<file path="src/verilog/usb_rx_pkg.sv">
/*
 * shared types and constants of the full-speed USB receiver
 * line symbols, PID codes and classes, per-cycle event structs
 */
package usb_rx_pkg;

  ////////////////////////////////////////////////////////////
  // line symbols, PIDs and PID classes
  ////////////////////////////////////////////////////////////

  // the low two bits of a symbol are the {dp, dn} pair as seen on the line
  typedef enum logic [2:0] {
    SYM_SE0 = 3'b000,
    SYM_K   = 3'b001,
    SYM_J   = 3'b010,
    SYM_DT  = 3'b100
  } line_sym_e;

  typedef enum logic [3:0] {
    PID_OUT   = 4'b0001,
    PID_IN    = 4'b1001,
    PID_SOF   = 4'b0101,
    PID_SETUP = 4'b1101,
    PID_DATA0 = 4'b0011,
    PID_DATA1 = 4'b1011,
    PID_DATA2 = 4'b0111,
    PID_MDATA = 4'b1111,
    PID_ACK   = 4'b0010,
    PID_NAK   = 4'b1010,
    PID_STALL = 4'b1110,
    PID_NYET  = 4'b0110,
    PID_PRE   = 4'b1100,
    PID_SPLIT = 4'b1000,
    PID_PING  = 4'b0100,
    PID_RSVD  = 4'b0000
  } usb_pid_e;

  // the class is simply the low two bits of the PID
  typedef enum logic [1:0] {
    PID_CLASS_SPECIAL   = 2'b00,
    PID_CLASS_TOKEN     = 2'b01,
    PID_CLASS_HANDSHAKE = 2'b10,
    PID_CLASS_DATA      = 2'b11
  } pid_class_e;

  ////////////////////////////////////////////////////////////
  // per-cycle structs between the pipeline stages
  ////////////////////////////////////////////////////////////

  typedef struct packed {
    logic      sample_valid;
    line_sym_e sym;
    logic      pkt_active;
    logic      pkt_start;
    logic      pkt_end;
  } line_evt_t;

  typedef struct packed {
    logic bit_valid;
    logic bit_data;
    logic pkt_start;
    logic pkt_end;
  } rx_bit_t;

  typedef struct packed {
    usb_pid_e   pid;
    pid_class_e pid_class;
    logic       pid_ok;
    logic       pid_done;
  } pid_info_t;

  ////////////////////////////////////////////////////////////
  // protocol constants
  ////////////////////////////////////////////////////////////

  // KJKJKK with the oldest symbol in the top bits, two bits per symbol
  localparam logic [11:0] SYNC_PATTERN     = 12'b01_10_01_10_01_01;
  localparam logic [4:0]  CRC5_INIT        = 5'b11111;
  localparam logic [4:0]  CRC5_POLY        = 5'b00101;
  localparam logic [4:0]  CRC5_RESIDUAL    = 5'b01100;
  localparam logic [15:0] CRC16_INIT       = 16'hffff;
  localparam logic [15:0] CRC16_POLY       = 16'h8005;
  localparam logic [15:0] CRC16_RESIDUAL   = 16'b1000000000001101;
  localparam int unsigned MAX_ONES         = 6;
  localparam logic [1:0]  BIT_PHASE_SAMPLE = 2'd1;
  localparam int unsigned TOKEN_BITS       = 16;

endpackage
</file>
<file path="src/verilog/usb_fs_rx_top.sv">
/*
 * full-speed USB packet receiver, top level wiring only
 */
`timescale 1ns/1ps

module usb_fs_rx_top (
  input  logic                 clk_i,
  input  logic                 rst_ni,
  input  logic                 link_reset_i,
  input  logic                 cfg_eop_single_bit_i,
  input  logic                 usb_dp_i,
  input  logic                 usb_dn_i,
  output logic                 pkt_start_o,
  output logic                 pkt_end_o,
  output usb_rx_pkg::usb_pid_e pid_o,
  output logic [6:0]           addr_o,
  output logic [3:0]           endp_o,
  output logic [10:0]          frame_num_o,
  output logic                 rx_data_put_o,
  output logic [7:0]           rx_data_o,
  output logic                 valid_pid_o,
  output logic                 valid_packet_o,
  output logic                 crc5_error_o,
  output logic                 crc16_error_o,
  output logic                 pid_error_o,
  output logic                 bitstuff_error_o
);

  import usb_rx_pkg::*;

  line_evt_t evt;
  rx_bit_t   rx_bit;
  pid_info_t pid_info;
  logic      bitstuff_err;
  logic      crc5_ok;
  logic      crc16_ok;

  // the registered bit-stuff error loops back to force an EOP
  usb_line_recovery usb_line_recovery_inst (
    .clk_i                (clk_i),
    .rst_ni               (rst_ni),
    .link_reset_i         (link_reset_i),
    .cfg_eop_single_bit_i (cfg_eop_single_bit_i),
    .usb_dp_i             (usb_dp_i),
    .usb_dn_i             (usb_dn_i),
    .bitstuff_err_i       (bitstuff_err),
    .evt_o                (evt)
  );

  usb_bit_decoder usb_bit_decoder_inst (
    .clk_i          (clk_i),
    .rst_ni         (rst_ni),
    .link_reset_i   (link_reset_i),
    .evt_i          (evt),
    .bit_o          (rx_bit),
    .pid_o          (pid_info),
    .bitstuff_err_o (bitstuff_err)
  );

  // token and data decoding run side by side on the same bit stream
  usb_token_decoder usb_token_decoder_inst (
    .clk_i        (clk_i),
    .rst_ni       (rst_ni),
    .link_reset_i (link_reset_i),
    .bit_i        (rx_bit),
    .pid_i        (pid_info),
    .addr_o       (addr_o),
    .endp_o       (endp_o),
    .frame_num_o  (frame_num_o),
    .crc5_ok_o    (crc5_ok)
  );

  usb_data_decoder usb_data_decoder_inst (
    .clk_i         (clk_i),
    .rst_ni        (rst_ni),
    .link_reset_i  (link_reset_i),
    .bit_i         (rx_bit),
    .pid_i         (pid_info),
    .rx_data_put_o (rx_data_put_o),
    .rx_data_o     (rx_data_o),
    .crc16_ok_o    (crc16_ok)
  );

  usb_packet_checker usb_packet_checker_inst (
    .clk_i            (clk_i),
    .rst_ni           (rst_ni),
    .link_reset_i     (link_reset_i),
    .bit_i            (rx_bit),
    .pid_i            (pid_info),
    .crc5_ok_i        (crc5_ok),
    .crc16_ok_i       (crc16_ok),
    .bitstuff_err_i   (bitstuff_err),
    .valid_packet_o   (valid_packet_o),
    .crc5_error_o     (crc5_error_o),
    .crc16_error_o    (crc16_error_o),
    .pid_error_o      (pid_error_o),
    .bitstuff_error_o (bitstuff_error_o)
  );

  assign pkt_start_o = evt.pkt_start;
  assign pkt_end_o   = evt.pkt_end;
  assign pid_o       = pid_info.pid;
  assign valid_pid_o = pid_info.pid_ok;

endmodule

</file>
<file path="src/verilog/usb_packet_checker.sv">
/*
 * payload length counting and the per-class validity rules,
 * error pulses at the end of packet
 */
`timescale 1ns/1ps

module usb_packet_checker (
  input  logic                  clk_i,
  input  logic                  rst_ni,
  input  logic                  link_reset_i,
  input  usb_rx_pkg::rx_bit_t   bit_i,
  input  usb_rx_pkg::pid_info_t pid_i,
  input  logic                  crc5_ok_i,
  input  logic                  crc16_ok_i,
  input  logic                  bitstuff_err_i,
  output logic                  valid_packet_o,
  output logic                  crc5_error_o,
  output logic                  crc16_error_o,
  output logic                  pid_error_o,
  output logic                  bitstuff_error_o
);

  import usb_rx_pkg::*;

  logic [$clog2(TOKEN_BITS)-1:0] bit_cnt_q;
  logic                          len16_q;
  logic                          past16_q;
  logic                          class_ok;
  logic                          pid_good;
  logic                          is_token;
  logic                          is_data;

  // the counter wraps every sixteen bits, the flags remember what it passed
  always_ff @(posedge clk_i or negedge rst_ni) begin
    if (!rst_ni) begin
      bit_cnt_q <= '0;
      len16_q   <= 1'b0;
      past16_q  <= 1'b0;
    end else if (link_reset_i || bit_i.pkt_start) begin
      bit_cnt_q <= '0;
      len16_q   <= 1'b0;
      past16_q  <= 1'b0;
    end else if (bit_i.bit_valid) begin
      bit_cnt_q <= bit_cnt_q + 1'b1;
      if (&bit_cnt_q) begin
        len16_q <= 1'b1;
      end
      if (len16_q) begin
        past16_q <= 1'b1;
      end
    end
  end

  // tokens need exactly sixteen bits, data a whole number of bytes with the CRC
  always_comb begin
    unique case (pid_i.pid_class)
      PID_CLASS_TOKEN:     class_ok = len16_q && !past16_q && crc5_ok_i;
      PID_CLASS_DATA:      class_ok = len16_q && (bit_cnt_q[2:0] == 3'd0) && crc16_ok_i;
      PID_CLASS_HANDSHAKE: class_ok = !len16_q && (bit_cnt_q == '0);
      default:             class_ok = 1'b0;
    endcase
  end

  assign pid_good = pid_i.pid_ok && pid_i.pid_done;
  assign is_token = (pid_i.pid_class == PID_CLASS_TOKEN);
  assign is_data  = (pid_i.pid_class == PID_CLASS_DATA);

  // stays as it was at the EOP until the next packet starts
  assign valid_packet_o = pid_good && !bitstuff_err_i && class_ok;

  assign crc5_error_o     = bit_i.pkt_end && is_token && !crc5_ok_i;
  assign crc16_error_o    = bit_i.pkt_end && is_data && !crc16_ok_i;
  assign pid_error_o      = bit_i.pkt_end && !pid_good;
  assign bitstuff_error_o = bit_i.pkt_end && bitstuff_err_i;

endmodule

</file>
<file path="src/verilog/usb_data_decoder.sv">
/*
 * CRC16 over the payload bits and assembly of data bytes
 */
`timescale 1ns/1ps

module usb_data_decoder (
  input  logic                  clk_i,
  input  logic                  rst_ni,
  input  logic                  link_reset_i,
  input  usb_rx_pkg::rx_bit_t   bit_i,
  input  usb_rx_pkg::pid_info_t pid_i,
  output logic                  rx_data_put_o,
  output logic [7:0]            rx_data_o,
  output logic                  crc16_ok_o
);

  import usb_rx_pkg::*;

  logic [15:0] crc16_q;
  logic        crc16_fb;
  logic        is_data;
  logic [8:0]  byte_q;
  logic        byte_full;

  assign crc16_fb   = bit_i.bit_data ^ crc16_q[15];
  assign crc16_ok_o = (crc16_q == CRC16_RESIDUAL);
  assign is_data    = (pid_i.pid_class == PID_CLASS_DATA);

  // eight bits push the sentinel down to bit zero, and that is the put strobe
  assign byte_full = byte_q[0];

  ////////////////////////////////////////////////////////////
  // CRC16 and byte assembly
  ////////////////////////////////////////////////////////////

  always_ff @(posedge clk_i or negedge rst_ni) begin
    if (!rst_ni) begin
      crc16_q <= '0;
      byte_q  <= '0;
    end else if (link_reset_i) begin
      crc16_q <= '0;
      byte_q  <= '0;
    end else begin
      // only unstuffed payload bits advance the CRC
      if (bit_i.pkt_start) begin
        crc16_q <= CRC16_INIT;
      end else if (bit_i.bit_valid) begin
        crc16_q <= {crc16_q[14:0], 1'b0} ^ ({16{crc16_fb}} & CRC16_POLY);
      end
      // bits are at least four clocks apart, so a full byte is always
      // emptied before the next bit can arrive
      if (bit_i.pkt_start || byte_full) begin
        byte_q <= 9'b1_0000_0000;
      end else if (bit_i.bit_valid && is_data) begin
        byte_q <= {bit_i.bit_data, byte_q[8:1]};
      end
    end
  end

  // bytes leave LSB first as single-cycle pulses, the two CRC bytes included
  assign rx_data_put_o = byte_full;
  assign rx_data_o     = byte_q[8:1];

endmodule

</file>
<file path="src/verilog/usb_token_decoder.sv">
/*
 * CRC5 over the payload bits and capture of address, endpoint
 * and frame number from token packets
 */
`timescale 1ns/1ps

module usb_token_decoder (
  input  logic                  clk_i,
  input  logic                  rst_ni,
  input  logic                  link_reset_i,
  input  usb_rx_pkg::rx_bit_t   bit_i,
  input  usb_rx_pkg::pid_info_t pid_i,
  output logic [6:0]            addr_o,
  output logic [3:0]            endp_o,
  output logic [10:0]           frame_num_o,
  output logic                  crc5_ok_o
);

  import usb_rx_pkg::*;

  logic [4:0]  crc5_q;
  logic        crc5_fb;
  logic        is_token;
  logic [11:0] token_q;
  logic        token_done;
  logic [6:0]  addr_q;
  logic [3:0]  endp_q;
  logic [10:0] frame_num_q;

  // the CRC is shifted MSB first while the bits arrive LSB first
  assign crc5_fb    = bit_i.bit_data ^ crc5_q[4];
  assign crc5_ok_o  = (crc5_q == CRC5_RESIDUAL);
  assign is_token   = (pid_i.pid_class == PID_CLASS_TOKEN);
  // eleven field bits push the sentinel down to bit zero
  assign token_done = token_q[0];

  always_ff @(posedge clk_i or negedge rst_ni) begin
    if (!rst_ni) begin
      crc5_q      <= '0;
      token_q     <= '0;
      addr_q      <= '0;
      endp_q      <= '0;
      frame_num_q <= '0;
    end else if (link_reset_i) begin
      crc5_q      <= '0;
      token_q     <= '0;
      addr_q      <= '0;
      endp_q      <= '0;
      frame_num_q <= '0;
    end else begin
      // the CRC runs over every payload bit, including the CRC itself
      if (bit_i.pkt_start) begin
        crc5_q <= CRC5_INIT;
      end else if (bit_i.bit_valid) begin
        crc5_q <= {crc5_q[3:0], 1'b0} ^ ({5{crc5_fb}} & CRC5_POLY);
      end
      if (bit_i.pkt_start) begin
        token_q <= 12'b1000_0000_0000;
      end else if (bit_i.bit_valid && is_token && !token_done) begin
        token_q <= {bit_i.bit_data, token_q[11:1]};
      end
      // the same eleven bits are either address and endpoint or a frame number
      if (token_done && is_token) begin
        addr_q      <= token_q[7:1];
        endp_q      <= token_q[11:8];
        frame_num_q <= token_q[11:1];
      end
    end
  end

  assign addr_o      = addr_q;
  assign endp_o      = endp_q;
  assign frame_num_o = frame_num_q;

endmodule

</file>
<file path="src/verilog/usb_bit_decoder.sv">
/*
 * NRZI decode, bit-stuff removal and error tracking,
 * PID capture and check
 */
`timescale 1ns/1ps

module usb_bit_decoder (
  input  logic                  clk_i,
  input  logic                  rst_ni,
  input  logic                  link_reset_i,
  input  usb_rx_pkg::line_evt_t evt_i,
  output usb_rx_pkg::rx_bit_t   bit_o,
  output usb_rx_pkg::pid_info_t pid_o,
  output logic                  bitstuff_err_o
);

  import usb_rx_pkg::*;

  logic [3:0]          sym_hist_q;
  logic                both_kj;
  logic                din;
  logic                dvalid_raw;
  logic                dvalid;
  logic [MAX_ONES-1:0] ones_q;
  logic                stuff_bit;
  logic                stuff_err;
  logic                bitstuff_err_q;
  logic [8:0]          full_pid_q;

  ////////////////////////////////////////////////////////////
  // NRZI decode
  ////////////////////////////////////////////////////////////

  // decode from the two previous samples, a K or J has its two bits unequal
  assign both_kj    = (^sym_hist_q[3:2]) && (^sym_hist_q[1:0]);
  // no change on the line is a one, a change is a zero
  assign din        = (sym_hist_q[3:2] == sym_hist_q[1:0]);
  assign dvalid_raw = evt_i.sample_valid && evt_i.pkt_active && both_kj;

  ////////////////////////////////////////////////////////////
  // bit stuffing
  ////////////////////////////////////////////////////////////

  // after six ones the sender inserts a zero which is not payload
  assign stuff_bit = &ones_q;
  assign dvalid    = dvalid_raw && !stuff_bit;
  // a one where the stuffed zero belongs is a stuffing violation
  assign stuff_err = dvalid_raw && din && stuff_bit;

  always_ff @(posedge clk_i or negedge rst_ni) begin
    if (!rst_ni) begin
      sym_hist_q     <= 4'b1010;
      ones_q         <= '0;
      bitstuff_err_q <= 1'b0;
      full_pid_q     <= '0;
    end else if (link_reset_i) begin
      sym_hist_q     <= 4'b1010;
      ones_q         <= '0;
      bitstuff_err_q <= 1'b0;
      full_pid_q     <= '0;
    end else begin
      if (evt_i.sample_valid) begin
        sym_hist_q <= {sym_hist_q[1:0], evt_i.sym[1:0]};
      end
      if (evt_i.pkt_end) begin
        ones_q <= '0;
      end else if (dvalid_raw) begin
        ones_q <= {ones_q[MAX_ONES-2:0], din};
      end
      // the error is held until the next packet so that the EOP can see it
      if (evt_i.pkt_start) begin
        bitstuff_err_q <= 1'b0;
      end else if (stuff_err) begin
        bitstuff_err_q <= 1'b1;
      end
      // the PID shifts in behind a sentinel one, which marks it complete
      if (evt_i.pkt_start) begin
        full_pid_q <= 9'b1_0000_0000;
      end else if (dvalid && !full_pid_q[0]) begin
        full_pid_q <= {din, full_pid_q[8:1]};
      end
    end
  end

  assign bitstuff_err_o = bitstuff_err_q;

  // only the bits after the PID are passed on as payload
  always_comb begin
    bit_o.bit_valid = dvalid && full_pid_q[0];
    bit_o.bit_data  = din;
    bit_o.pkt_start = evt_i.pkt_start;
    bit_o.pkt_end   = evt_i.pkt_end;
  end

  // the upper nibble must be the complement of the PID value
  always_comb begin
    pid_o.pid       = usb_pid_e'(full_pid_q[4:1]);
    pid_o.pid_class = pid_class_e'(full_pid_q[2:1]);
    pid_o.pid_ok    = (full_pid_q[4:1] == ~full_pid_q[8:5]);
    pid_o.pid_done  = full_pid_q[0];
  end

endmodule

</file>
<file path="src/verilog/usb_line_recovery.sv">
/*
 * line state recovery with a one clock settle after each change of the pair,
 * bit phase tracking and sync and EOP detection
 */
`timescale 1ns/1ps

module usb_line_recovery (
  input  logic                  clk_i,
  input  logic                  rst_ni,
  input  logic                  link_reset_i,
  input  logic                  cfg_eop_single_bit_i,
  input  logic                  usb_dp_i,
  input  logic                  usb_dn_i,
  input  logic                  bitstuff_err_i,
  output usb_rx_pkg::line_evt_t evt_o
);

  import usb_rx_pkg::*;

  line_sym_e   line_state_q, line_state_d;
  logic [1:0]  dpair;
  logic [1:0]  bit_phase_q;
  logic        sample_valid;
  logic [11:0] history_q;
  logic        pkt_valid_q, pkt_valid_d;
  logic        see_eop;

  assign dpair = {usb_dp_i, usb_dn_i};

  ////////////////////////////////////////////////////////////
  // line state FSM
  ////////////////////////////////////////////////////////////

  // any change on the pair parks the FSM in DT for one clock, so that a
  // skew between dp and dn is never decoded as a symbol of its own
  always_comb begin
    line_state_d = line_state_q;
    if (line_state_q == SYM_DT) begin
      line_state_d = line_sym_e'({1'b0, dpair});
    end else if (dpair != line_state_q[1:0]) begin
      line_state_d = SYM_DT;
    end
  end

  // a DT realigns the bit phase, the line is then sampled mid-bit
  assign sample_valid = (bit_phase_q == BIT_PHASE_SAMPLE);

  ////////////////////////////////////////////////////////////
  // packet framing
  ////////////////////////////////////////////////////////////

  // one or two SE0 samples close the packet, a bit-stuff error does too
  assign see_eop = (cfg_eop_single_bit_i && history_q[1:0] == 2'b00) ||
                   (history_q[3:0] == 4'b0000) || bitstuff_err_i;

  always_comb begin
    pkt_valid_d = pkt_valid_q;
    if (sample_valid) begin
      if (!pkt_valid_q && history_q == SYNC_PATTERN) begin
        pkt_valid_d = 1'b1;
      end else if (pkt_valid_q && see_eop) begin
        pkt_valid_d = 1'b0;
      end
    end
  end

  always_ff @(posedge clk_i or negedge rst_ni) begin
    if (!rst_ni) begin
      line_state_q <= SYM_SE0;
      bit_phase_q  <= 2'd0;
      history_q    <= 12'hAAA;
      pkt_valid_q  <= 1'b0;
    end else if (link_reset_i) begin
      line_state_q <= SYM_SE0;
      bit_phase_q  <= 2'd0;
      history_q    <= 12'hAAA;
      pkt_valid_q  <= 1'b0;
    end else begin
      line_state_q <= line_state_d;
      bit_phase_q  <= (line_state_q == SYM_DT) ? 2'd0 : bit_phase_q + 2'd1;
      // the history starts as an idle J line
      if (sample_valid) begin
        history_q <= {history_q[9:0], line_state_q[1:0]};
      end
      pkt_valid_q <= pkt_valid_d;
    end
  end

  // start and end pulses are the edges of the packet-valid flag
  always_comb begin
    evt_o.sample_valid = sample_valid;
    evt_o.sym          = line_state_q;
    evt_o.pkt_active   = pkt_valid_q;
    evt_o.pkt_start    = pkt_valid_d & ~pkt_valid_q;
    evt_o.pkt_end      = ~pkt_valid_d & pkt_valid_q;
  end

endmodule

</file>
<file path="config.mk">
export PLATFORM = sky130hd
export DESIGN_NAME = usb_fs_rx_top
export DESIGN_NICKNAME = d
export VERILOG_FILES = /design/src/verilog/usb_rx_pkg.sv /design/src/verilog/usb_fs_rx_top.sv /design/src/verilog/usb_packet_checker.sv /design/src/verilog/usb_data_decoder.sv /design/src/verilog/usb_token_decoder.sv /design/src/verilog/usb_bit_decoder.sv /design/src/verilog/usb_line_recovery.sv
export SDC_FILE = /design/constraint.sdc
export NUM_CORES = 1
export LEC_CHECK = 0
export BUFFER_PORTS_ARGS = -buffer_cell sky130_fd_sc_hd__buf_2
export CORE_MARGIN = 2
export CORE_UTILIZATION = 35
export DETAILED_ROUTE_END_ITERATION = 6
export PLACE_DENSITY_LB_ADDON = 0.3
export SETUP_SLACK_MARGIN = 0.1
export SLEW_MARGIN = 10
export SYNTH_ARGS = -nofsm -noshare
export SYNTH_HDL_FRONTEND = slang
export SYNTH_SLANG_ARGS = --single-unit
export TNS_END_PERCENT = 20
</file>
<file path="constraint.sdc">
create_clock -name clk_i -period 2 [get_ports clk_i]
set_input_delay 0.1 -clock clk_i [delete_from_list [all_inputs] [get_ports clk_i]]
set_output_delay 0.1 -clock clk_i [all_outputs]
set_load 0.03 [all_outputs]
</file>
==> flow_summary.ini, run 1 <==
[layout]
syn_to_final_growth_pct = 33.5
nNetsFinal = 535
finalNonFillerCells = 699
antenna-diode-count = 0
final_cell_area_mm2 = 0.00608
layout-drive-gt1-share_pct = 35.7
fillers = 1177

[clock_network]
clkTransAtPathRegs_ns = 0.07
cts_tree = built
cts.path.max_buffers = 2
root_buffer = clkbuf_16
clk_latency_ns = 0.34
cts_max_level = 3
cts_sinks = 93
cts_made_buffers = 9

[logic_synthesis]
yosysMostFrequentCell = dfrtp_1
synth_cell_types = 52
ys.warnings.count = 0
yosysSeqAreaShare_pct = 51.3
syn_area_mm2 = 0.00455
synth_cells = 456
syn_area_per_cell_um2 = 9.99
synth_commonest_cells = 87 x dfrtp_1, 62 x nand2_1, 41 x nor2_1, 29 x mux2i_1, 25 x a21oi_1
synth_area_leaders = dfrtp_1 48%, mux2i_1 6.4%, nand2_1 5.1%
ys_ff_latch = 93
syn_nets = 469
synth-edff-count = 0
synthFlopType = dfrtp_1
synth_top_area_cell = dfrtp_1
async_reset_ff_share_pct = 100
synth_top_area_share_pct = 47.8

[setup_path]
regToRegEndpoint = usb_data_decoder_inst.crc16_q[0]$_DFFE_PN0P_
startpoint_type = register
critPathRequiredTime_ns = 2.25
setup.worst_path.class = register to register
crit_buf_inv = 3
crit_slowest_cell = dfstp_2
regToRegStartpoint = usb_line_recovery_inst.history_q[3]$_DFFE_PN1P_
cp-end-kind = register
crit_family = flip-flops
slowest_delay_ns = 0.54
crit_fanout = 8
cp.arrival_ns = 2.25
crit_top_cell = nor3_1
path_cells = inv_2 -> ha_4 -> and4_4 -> buf_6 -> o211a_4 -> clkbuf_16 -> nor3_1 -> nor3_1
reg2reg_depth = 8
rrSetupSlack_ns = 0.00002

[place]
numPortBuffers = 48
place_inst = 657
globalplace.congestion = 0.782
dp_hpwl_mm = 6.84
dpl_cell_area_mm2 = 0.00502

[timing]
whs_ns = 0.0616
layout_worst_path_cycle_share_pct = 100
post-route-min-period_ns = 2.00
skew_ns = 0.00629
setup_tns_ns = 0
setup_viol = 0
drv_slew = 0
rsz0062_at_grt = true
tightestPinTransition_ns = 0.916
max_freq_mhz = 500
finalHoldViolCount = 0
relSlewSlack_pct = 38.9

[status]
outcome = finished, final reports clean

[worst_hold_path]
worstHoldPathType = input pin to register
whs_path_depth = 2
whs_endpoint = usb_line_recovery_inst.line_state_q[0]$_DFFE_PN0P_
hp-start = usb_dn_i

[drt]
vias_per_cell = 5.22
drt-total-wl_mm = 11.3
drt_iter0_drc = 227
vias = 3648
drc_errors = 0
dr.pass1.iters = 6
post_drt_wl_per_cell_um = 16.1
drtAntennaViolNets = 0

[power]
p_clk_share_pct = 46.3
leakagePower_nw = 2.73
ir_drop_v = 0.000381
netSwitchingFraction_pct = 23.7
power.density_mw_per_mm2 = 670
intPower_w = 0.00311
p_total_w = 0.00407
combPwrFrac_pct = 6.7
switchingPower_w = 0.000963
seqPwrFrac_pct = 47.0

[die]
rows = 41
core_area_mm2 = 0.0127
dieArea_mm2 = 0.0139
pin_count = 49
initial_core_util_pct = 35.9
die_x_um = 118
die_h_um = 118

[global_route]
antenna_found_initial = 0
overflow = 0
grt.total_usage_pct = 15.8
grt_max_degree = 57
grt_pass1_wl_mm = 18.0
grt_pass1_vias = 3477

[flow_run]
cap_violations = 0
## worst max-delay path by stage
stage | start | to | slack, ns | depth (start not counted)
floorplan | usb_line_recovery_inst.history_q[3]$_DFFE_PN1P_ | usb_token_decoder_inst.crc5_q[2]$_DFFE_PN0P_ | 0.1 | 6
global placement | usb_line_recovery_inst.history_q[3]$_DFFE_PN1P_ | usb_token_decoder_inst.crc5_q[2]$_DFFE_PN0P_ | 0.06 | 6
detailed placement | usb_line_recovery_inst.history_q[1]$_DFFE_PN1P_ | usb_token_decoder_inst.crc5_q[2]$_DFFE_PN0P_ | -0.001 | 6
CTS | usb_line_recovery_inst.history_q[3]$_DFFE_PN1P_ | crc5_error_o | -0.004 | 8
global route | usb_line_recovery_inst.history_q[3]$_DFFE_PN1P_ | usb_data_decoder_inst.crc16_q[0]$_DFFE_PN0P_ | -0.08 | 8
finish | usb_line_recovery_inst.history_q[3]$_DFFE_PN1P_ | usb_data_decoder_inst.crc16_q[0]$_DFFE_PN0P_ | 0.00002 | 8
## layout make-up
cell class / count / area, µm² / share of cell area (%)
Sequential cell: 93 / 2340 / 38.4
Multi-Input combinational cell: 303 / 2280 / 37.5
Timing Repair Buffer: 100 / 861 / 14.2
Clock buffer: 9 / 225 / 3.70
Tap cell: 172 / 215 / 3.54
Clock inverter: 7 / 103 / 1.69
Inverter: 15 / 61.3 / 1.01
## state kept, by name, summed over array words and instances (netlist names), 3 cells and up
name,count
usb_token_decoder_inst.token_q,12
usb_line_recovery_inst.line_state_q,3
usb_bit_decoder_inst.ones_q,6
usb_bit_decoder_inst.full_pid_q,9
usb_data_decoder_inst.byte_q,9
usb_data_decoder_inst.crc16_q,16
usb_token_decoder_inst.frame_num_o,10
usb_line_recovery_inst.history_q,12
usb_packet_checker_inst.bit_cnt_q,4
usb_token_decoder_inst.crc5_q,5
## cells in the final DEF, fill, tap and decap left out, drive strengths merged, types with 3 or more instances in the layout
cell / count
nor4: 3
nand2: 63
or4: 3
mux2i: 29
inv: 18
nor3b: 3
and3: 3
nor2: 41
xnor2: 9
nand2b: 3
o211ai: 6
nor3: 14
a31oi: 21
nand4: 4
buf: 93
dfstp: 6
or3: 3
o211a: 3
nor4b: 3
dfrtp: 87
o21ai: 12
a21oi: 25
a22o: 11
clkbuf: 13
ha: 7
nand3: 15
## power by group through the flow
stage                     clock network (W)  registers [W]  logic, W
after floorplan                           0        0.00195  0.000142
after CTS                           0.00192        0.00191  0.000264
after detailed placement                  0        0.00195  0.000246
after global routing                0.00201        0.00192  0.000304
final                               0.00189        0.00192  0.000272
after global placement                    0        0.00195  0.000243
## layer usage
metal | vias to the layer above | share of wire (%) | track usage [%]
li1 | 1731 | - | -
met1 | 1826 | 47 | 22.5
met2 | 76 | 48 | 24.7
met3 | 15 | 3.9 | 3.44
met4 | 0 | 1.2 | 3.09
met5 | - | 0 | 0
## worst reg2reg max path, delay by kind of cell, from the launching register on
kind / cells / cell delay [ns]
buffers and inverters: 3 / 0.36
and+or+nand+nor: 3 / 0.51
adders and majority gates: 1 / 0.26
DFF: 1 / 0.54
AOI/OAI and AO/OA: 1 / 0.25
## cells by family (layout without fill, tap and decap cells)
| kind of cell | Yosys count | after routing | share of synthesized area (%) |
|---|---|---|---|
| adders and majority gates | 7 | 7 | 1.92 |
| and+or+nand+nor | 170 | 170 | 18.4 |
| buffers and inverters | 60 | 131 | 7.36 |
| xor gates and xnor gates | 11 | 11 | 2.12 |
| AOI/OAI and AO/OA | 86 | 86 | 12.5 |
| muxes | 29 | 29 | 6.37 |
| DFF | 93 | 93 | 51.3 |
## metrics by stage
stage	util, %	worst slack (ns)
after detailed placement	39.6	-0.00102
after global routing	48.0	-0.0751
after floorplan	-	0.0981
after global placement	39.6	0.0592
after CTS	44.8	-0.00414
final	48.0	0.0000153
## timing repair
action                                  in CTS  in global routing
pin swaps                                   26                 33
setup buffers                               13                  6
gates resized for setup                     48                 52
hold buffers                                 2                  0
endpoints found under the setup margin      56                 75
hold endpoints to repair                    38                  0
cloned                                       1                  4
No activity file was read; power rests on OpenSTA's default activity.
==> run 2: changes to the inputs <==
CTS_BUF_LIST = sky130_fd_sc_hd__clkbuf_8   (was not set)
==> run 2 against run 1 <==
The run now ends with negative setup slack left. Sequential cell count unchanged. Die area unchanged. Design area down 2.4%. Combinational power up 6%. Clock skew up 0.0051 ns. Non-clock buffer count up 2. Worst setup slack worse by 0.094 ns. Utilization down 1.2 points. Total power down 11%. Critical path type unchanged. Highest routed layer unchanged.
==> flow_summary.ini, run 2 (synthesized netlist as in run 1, its figures left out) <==
[die]
initial_core_util_pct = 35.9
die_x_um = 118
rows = 41
die_h_um = 118
dieArea_mm2 = 0.0139
core_area_mm2 = 0.0127
pin_count = 49

[status]
outcome = finished, violations left
violations = negative setup slack

[drt]
dr.pass1.iters = 4
drt-total-wl_mm = 11.1
vias_per_cell = 5.18
drc_errors = 0
vias = 3640
drtAntennaViolNets = 0
post_drt_wl_per_cell_um = 15.8
drt_iter0_drc = 221

[setup_path]
cp-end-kind = register
critPathRequiredTime_ns = 2.28
reg2reg_depth = 9
regToRegStartpoint = usb_line_recovery_inst.history_q[1]$_DFFE_PN1P_
cp.arrival_ns = 2.38
crit_fanout = 8
startpoint_type = register
regToRegEndpoint = usb_data_decoder_inst.crc16_q[12]$_DFFE_PN0P_
rrSetupSlack_ns = -0.09
setup.worst_path.class = register to register

[worst_hold_path]
whs_path_depth = 2
whs_endpoint = usb_line_recovery_inst.line_state_q[0]$_DFFE_PN0P_
worstHoldPathType = input pin to register
hp-start = usb_dn_i

[layout]
top_register = usb_data_decoder_inst.crc16_q
nNetsFinal = 539
layout_common_cells = 85 x dfrtp_1, 53 x nand2_1, 42 x buf_2
largest_register_ffs = 16
final_common_cell = dfrtp_1
syn_to_final_growth_pct = 30.2
antenna-diode-count = 0
fillers = 1190
reg_top3 = usb_data_decoder_inst.crc16_q x16, usb_line_recovery_inst.history_q x12, usb_token_decoder_inst.token_q x12
layout-drive-gt1-share_pct = 34.8

[power]
ir_drop_v = 0.000306
leakagePower_nw = 2.65
power.density_mw_per_mm2 = 613

[global_route]
grt_pass1_wl_mm = 17.9
grt_max_degree = 57
grt.total_usage_pct = 15.7
grt_pass1_vias = 3467
antenna_found_initial = 0
overflow = 0

[timing]
skew_ns = 0.0114
worst_slack_ns = -0.0944
relSlewSlack_pct = 39.1
layout_worst_path_cycle_share_pct = 105
finalHoldViolCount = 0
whs_ns = 0.0324
max_freq_mhz = 477
drv_slew = 0
rsz0062_at_grt = true
post-route-min-period_ns = 2.09
setup_viol = 42
tightestPinTransition_ns = 0.913

[clock_network]
root_buffer = clkbuf_8
cts_sinks = 93
clkTransAtPathRegs_ns = 0.09
cts_max_level = 3
clk_latency_ns = 0.37
cts.path.max_buffers = 2
cts_tree = built
cts_made_buffers = 9

[place]
globalplace.congestion = 0.782
numPortBuffers = 48
dp_hpwl_mm = 6.84
post-place-ws_ns = -0.00102

[flow_run]
cap_violations = 0
run 2: what timing repair did:
action	CTS	global route
setup buffers	13	10
hold buffers	2	0
gates resized for setup	57	42
pin swaps	29	29
hold endpoints to repair	38	0
endpoints found under the setup margin	59	75
gates cloned	1	5
run 2: metrics by stage:
step           utilization [%]  total power, W  instances  area, µm²  setup TNS [ns]
6_report                  46.8         0.00364        703       5930           -1.82
5_1_grt                   46.8         0.00380        703       5930           -5.15
4_1_cts                   44.2         0.00366        689       5600         -0.0504
3_5_place_dp              39.6         0.00219        657       5020        -0.00102
3_3_place_gp              39.6         0.00219        657       5020               0
2_1_floorplan                -         0.00209        456       4600               0
run 2: layout make-up:
| class | count | area (µm²) | share of cell area [%] |
|---|---|---|---|
| sequential | 93 | 2340 | 39.4 |
| multi-input combinational | 305 | 2270 | 38.2 |
| timing repair buffer | 102 | 818 | 13.8 |
| tap | 172 | 215 | 3.63 |
| clock buffer | 9 | 124 | 2.09 |
| clock inverter | 7 | 103 | 1.73 |
| inverter | 15 | 66.3 | 1.12 |
run 2: layer usage:
layer / GRT usage, % / wire [µm] / vias to the layer above
met3: 3.49 / 473 / 8
li1: - / - / 1731
met2: 24.0 / 5290 / 93
met4: 3.84 / 72 / 0
met5: 0 / 0 / -
met1: 22.6 / 5270 / 1808
run 2: worst max-delay path by stage:
stage | start | slack, ns | to | cells after the start
final | usb_line_recovery_inst.history_q[1]$_DFFE_PN1P_ | -0.09 | usb_data_decoder_inst.crc16_q[12]$_DFFE_PN0P_ | 9
after global routing | usb_line_recovery_inst.history_q[1]$_DFFE_PN1P_ | -0.14 | crc5_error_o | 9
after CTS | usb_line_recovery_inst.history_q[3]$_DFFE_PN1P_ | -0.05 | crc5_error_o | 8
after detailed placement | usb_line_recovery_inst.history_q[1]$_DFFE_PN1P_ | -0.001 | usb_token_decoder_inst.crc5_q[2]$_DFFE_PN0P_ | 6
after global placement | usb_line_recovery_inst.history_q[3]$_DFFE_PN1P_ | 0.06 | usb_token_decoder_inst.crc5_q[2]$_DFFE_PN0P_ | 6
after floorplan | usb_line_recovery_inst.history_q[3]$_DFFE_PN1P_ | 0.1 | usb_token_decoder_inst.crc5_q[2]$_DFFE_PN0P_ | 6
run 2: where the power goes:
group | switching [W] | internal [W] | total, W
sequential | 0.0000148 | 0.00190 | 0.00191
clock | 0.000716 | 0.000720 | 0.00144
combinational | 0.000180 | 0.000109 | 0.000289
total | 0.000911 | 0.00273 | 0.00364
run 2: worst max-delay path: stages, from the launching register on:
cell and delay [ns]:
dfstp_2 0.57, inv_4 0.04, buf_6 0.11, ha_4 0.25, and4_4 0.26, buf_6 0.11, o211a_4 0.25, clkbuf_16 0.19
nand2_2 0.05, a31oi_1 0.17
==> run 3: changes to the inputs <==
--- a/config.mk
+++ b/config.mk
@@ -13,3 +13,3 @@
 export PLACE_DENSITY_LB_ADDON = 0.3
-export SETUP_SLACK_MARGIN = 0.1
+export SETUP_SLACK_MARGIN = 0.5
 export SLEW_MARGIN = 10
==> constraint.sdc (replaced) <==
create_clock -name clk_i -period 2 [get_ports clk_i]
set_input_delay 0.6 -clock clk_i [delete_from_list [all_inputs] [get_ports clk_i]]
set_output_delay 0.6 -clock clk_i [all_outputs]
set_load 0.03 [all_outputs]
==> run 3 against run 2 <==
The flow still finishes with violations (negative setup slack). Worst hold slack better by 0.11 ns. Clock skew is 0.0058 ns higher. Fmax is 17% lower. Via count is 4.6% higher. Count of clock-buffer cells in the layout stayed put. Global-route usage is 1.1 points higher. Sequential cell count stayed put. Sequential share of layout area is 3.7 points lower. Sequential power hardly changed. Critical path type is now register to output pin. Largest cell class unchanged. Largest power group unchanged. Highest routed layer unchanged.
==> flow_summary.ini, run 3 (synthesized netlist as in run 1, its figures left out) <==
[layout]
finalNonFillerCells = 746
top_register = usb_data_decoder_inst.crc16_q
nNetsFinal = 582
layout_common_cells = 84 x dfrtp_1, 72 x buf_4, 55 x buf_6
reg_top3 = usb_data_decoder_inst.crc16_q x16, usb_line_recovery_inst.history_q x12, usb_token_decoder_inst.token_q x12
antenna-diode-count = 0
layout-drive-gt1-share_pct = 40.6
largest_register_ffs = 16
final_common_cell = dfrtp_1
syn_to_final_growth_pct = 43.7
fillers = 1132

[drt]
drc_errors = 0
drt_iter0_drc = 259
drt-total-wl_mm = 12.2
post_drt_wl_per_cell_um = 16.4
drtAntennaViolNets = 0
vias = 3806
dr.pass1.iters = 5
vias_per_cell = 5.10

[place]
dp_hpwl_mm = 7.47
place_inst = 704
numPortBuffers = 48
globalplace.congestion = 0.785
post-place-ws_ns = -0.190

[setup_path]
critPathRequiredTime_ns = 1.40
cp.arrival_ns = 1.93
cp-endpoint = crc5_error_o
rrSetupSlack_ns = -0.14
startpoint_type = register
path_cells = inv_4 -> ha_4 -> o21a_1 -> o211ai_1 -> buf_4 -> inv_2 -> and3_4 -> buf_6
slowest_delay_ns = 0.56
regToRegStartpoint = usb_line_recovery_inst.bit_phase_q[1]$_DFF_PN0_
crit_fanout = 4
cp.depth = 8
setup.worst_path.class = register to output pin
critPathLaunch = usb_line_recovery_inst.history_q[3]$_DFFE_PN1P_
reg2reg_depth = 11
regToRegEndpoint = usb_token_decoder_inst.crc5_q[2]$_DFFE_PN0P_
crit_family = flip-flops
cp-end-kind = output pin
crit_buf_inv = 4
crit_slowest_cell = dfstp_2

[global_route]
grt_pass1_vias = 3748
grt_pass1_wl_mm = 18.8
overflow = 0
grt.total_usage_pct = 16.8
grt_max_degree = 46
antenna_found_initial = 0

[power]
ir_drop_v = 0.000308
netSwitchingFraction_pct = 26.5
p_clk_share_pct = 37.2
switchingPower_w = 0.000950
seqPwrFrac_pct = 53.4
intPower_w = 0.00263
power.density_mw_per_mm2 = 548
combPwrFrac_pct = 9.5
leakagePower_nw = 2.96

[timing]
drv_slew = 0
tightestPinTransition_ns = 0.672
worst_slack_ns = -0.534
setup_viol = 41
setup_tns_ns = -4.88
post-route-min-period_ns = 2.53
finalHoldViolCount = 0
layout_worst_path_cycle_share_pct = 127
max_freq_mhz = 395
skew_ns = 0.0172
rsz0062_at_grt = true
relSlewSlack_pct = 55.2

[die]
die_h_um = 118
die_x_um = 118
dieArea_mm2 = 0.0139
rows = 41
initial_core_util_pct = 35.9
core_area_mm2 = 0.0127
pin_count = 49

[clock_network]
cts_made_buffers = 9
cts_tree = built
root_buffer = clkbuf_8
cts_sinks = 93
clkTransAtPathRegs_ns = 0.09
clk_latency_ns = 0.39
cts.path.max_buffers = 2
hold_buffers = 0
cts_max_level = 3

[status]
outcome = finished, violations left
violations = negative setup slack

[flow_run]
cap_violations = 0

[worst_hold_path]
worstHoldPathType = input pin to asynchronous set/reset pin
## run 3: cell count changes in the layout (fill, tap and decap cells not counted), moves of 3 or more
cell and delta:
a21oi_1 -4, a21oi_2 +3, buf_2 -38, buf_4 +37, buf_6 +39, nand2_2 -4
nand2_4 +4, nor3_1 +3, nor3_2 -3, o21ai_0 +4
## run 3: worst min-delay path by stage
stage,startpoint,to,slack (ns),depth (start not counted)
2_1_floorplan,rst_ni,usb_bit_decoder_inst.bitstuff_err_o$_DFFE_PN0P_,0.30,0
5_1_grt,rst_ni,usb_bit_decoder_inst.full_pid_q[5]$_DFFE_PN0P_,0.16,1
4_1_cts,rst_ni,usb_bit_decoder_inst.full_pid_q[0]$_DFFE_PN0P_,0.14,1
3_3_place_gp,usb_packet_checker_inst.past16_q$_DFFE_PN0P_,usb_packet_checker_inst.past16_q$_DFFE_PN0P_,0.47,2
3_5_place_dp,usb_token_decoder_inst.token_q[7]$_DFFE_PN0P_,usb_token_decoder_inst.frame_num_o[6]$_DFFE_PN0P_,0.51,1
6_report,rst_ni,usb_bit_decoder_inst.full_pid_q[8]$_DFFE_PN0P_,0.14,1
## run 3: area by class of cell
cell class | count | area, µm² | area share (%)
Sequential cell | 93 | 2340 | 35.7
Multi-Input combinational cell | 306 | 2290 | 35.0
Timing Repair Buffer | 144 | 1430 | 21.9
Tap cell | 172 | 215 | 3.29
Clock buffer | 9 | 124 | 1.89
Clock inverter | 7 | 78.8 | 1.20
Inverter | 15 | 66.3 | 1.01
## run 3: power groups by stage
stage	Combinational [W]	Clock, W	Sequential, W
2_1_floorplan	0.000150	0	0.00195
4_1_cts	0.000321	0.00136	0.00191
3_5_place_dp	0.000273	0	0.00195
3_3_place_gp	0.000263	0	0.00195
5_1_grt	0.000379	0.00144	0.00192
6_report	0.000339	0.00133	0.00191
## run 3: metal layers
| metal | routed length, µm | part of all wire [%] | vias up | track usage [%] |
|---|---|---|---|---|
| met5 | 0 | 0 | - | 0 |
| li1 | - | - | 1814 | - |
| met4 | 229 | 1.9 | 0 | 6.85 |
| met2 | 6190 | 51 | 83 | 27.5 |
| met1 | 5410 | 44 | 1892 | 21.9 |
| met3 | 407 | 3.3 | 17 | 2.91 |
## run 3: repair_timing
| item | in CTS | in global routing |
|---|---|---|
| endpoints found under the setup margin | 119 | 119 |
| cloned | 5 | 3 |
| resized for setup | 50 | 152 |
| setup buffers | 10 | 8 |
| pin swaps | 23 | 25 |
## run 3: through the flow
step / hold slack, ns / utilization (%) / total power [W] / instance area (µm²)
finish: 0.142 / 51.6 / 0.00358 / 6540
CTS: 0.141 / 47.4 / 0.00360 / 6000
detailed placement: 0.505 / 43.0 / 0.00222 / 5450
global route: 0.158 / 51.6 / 0.00374 / 6540
global placement: 0.470 / 43.0 / 0.00221 / 5450
floorplan: 0.304 / - / 0.00210 / 4710
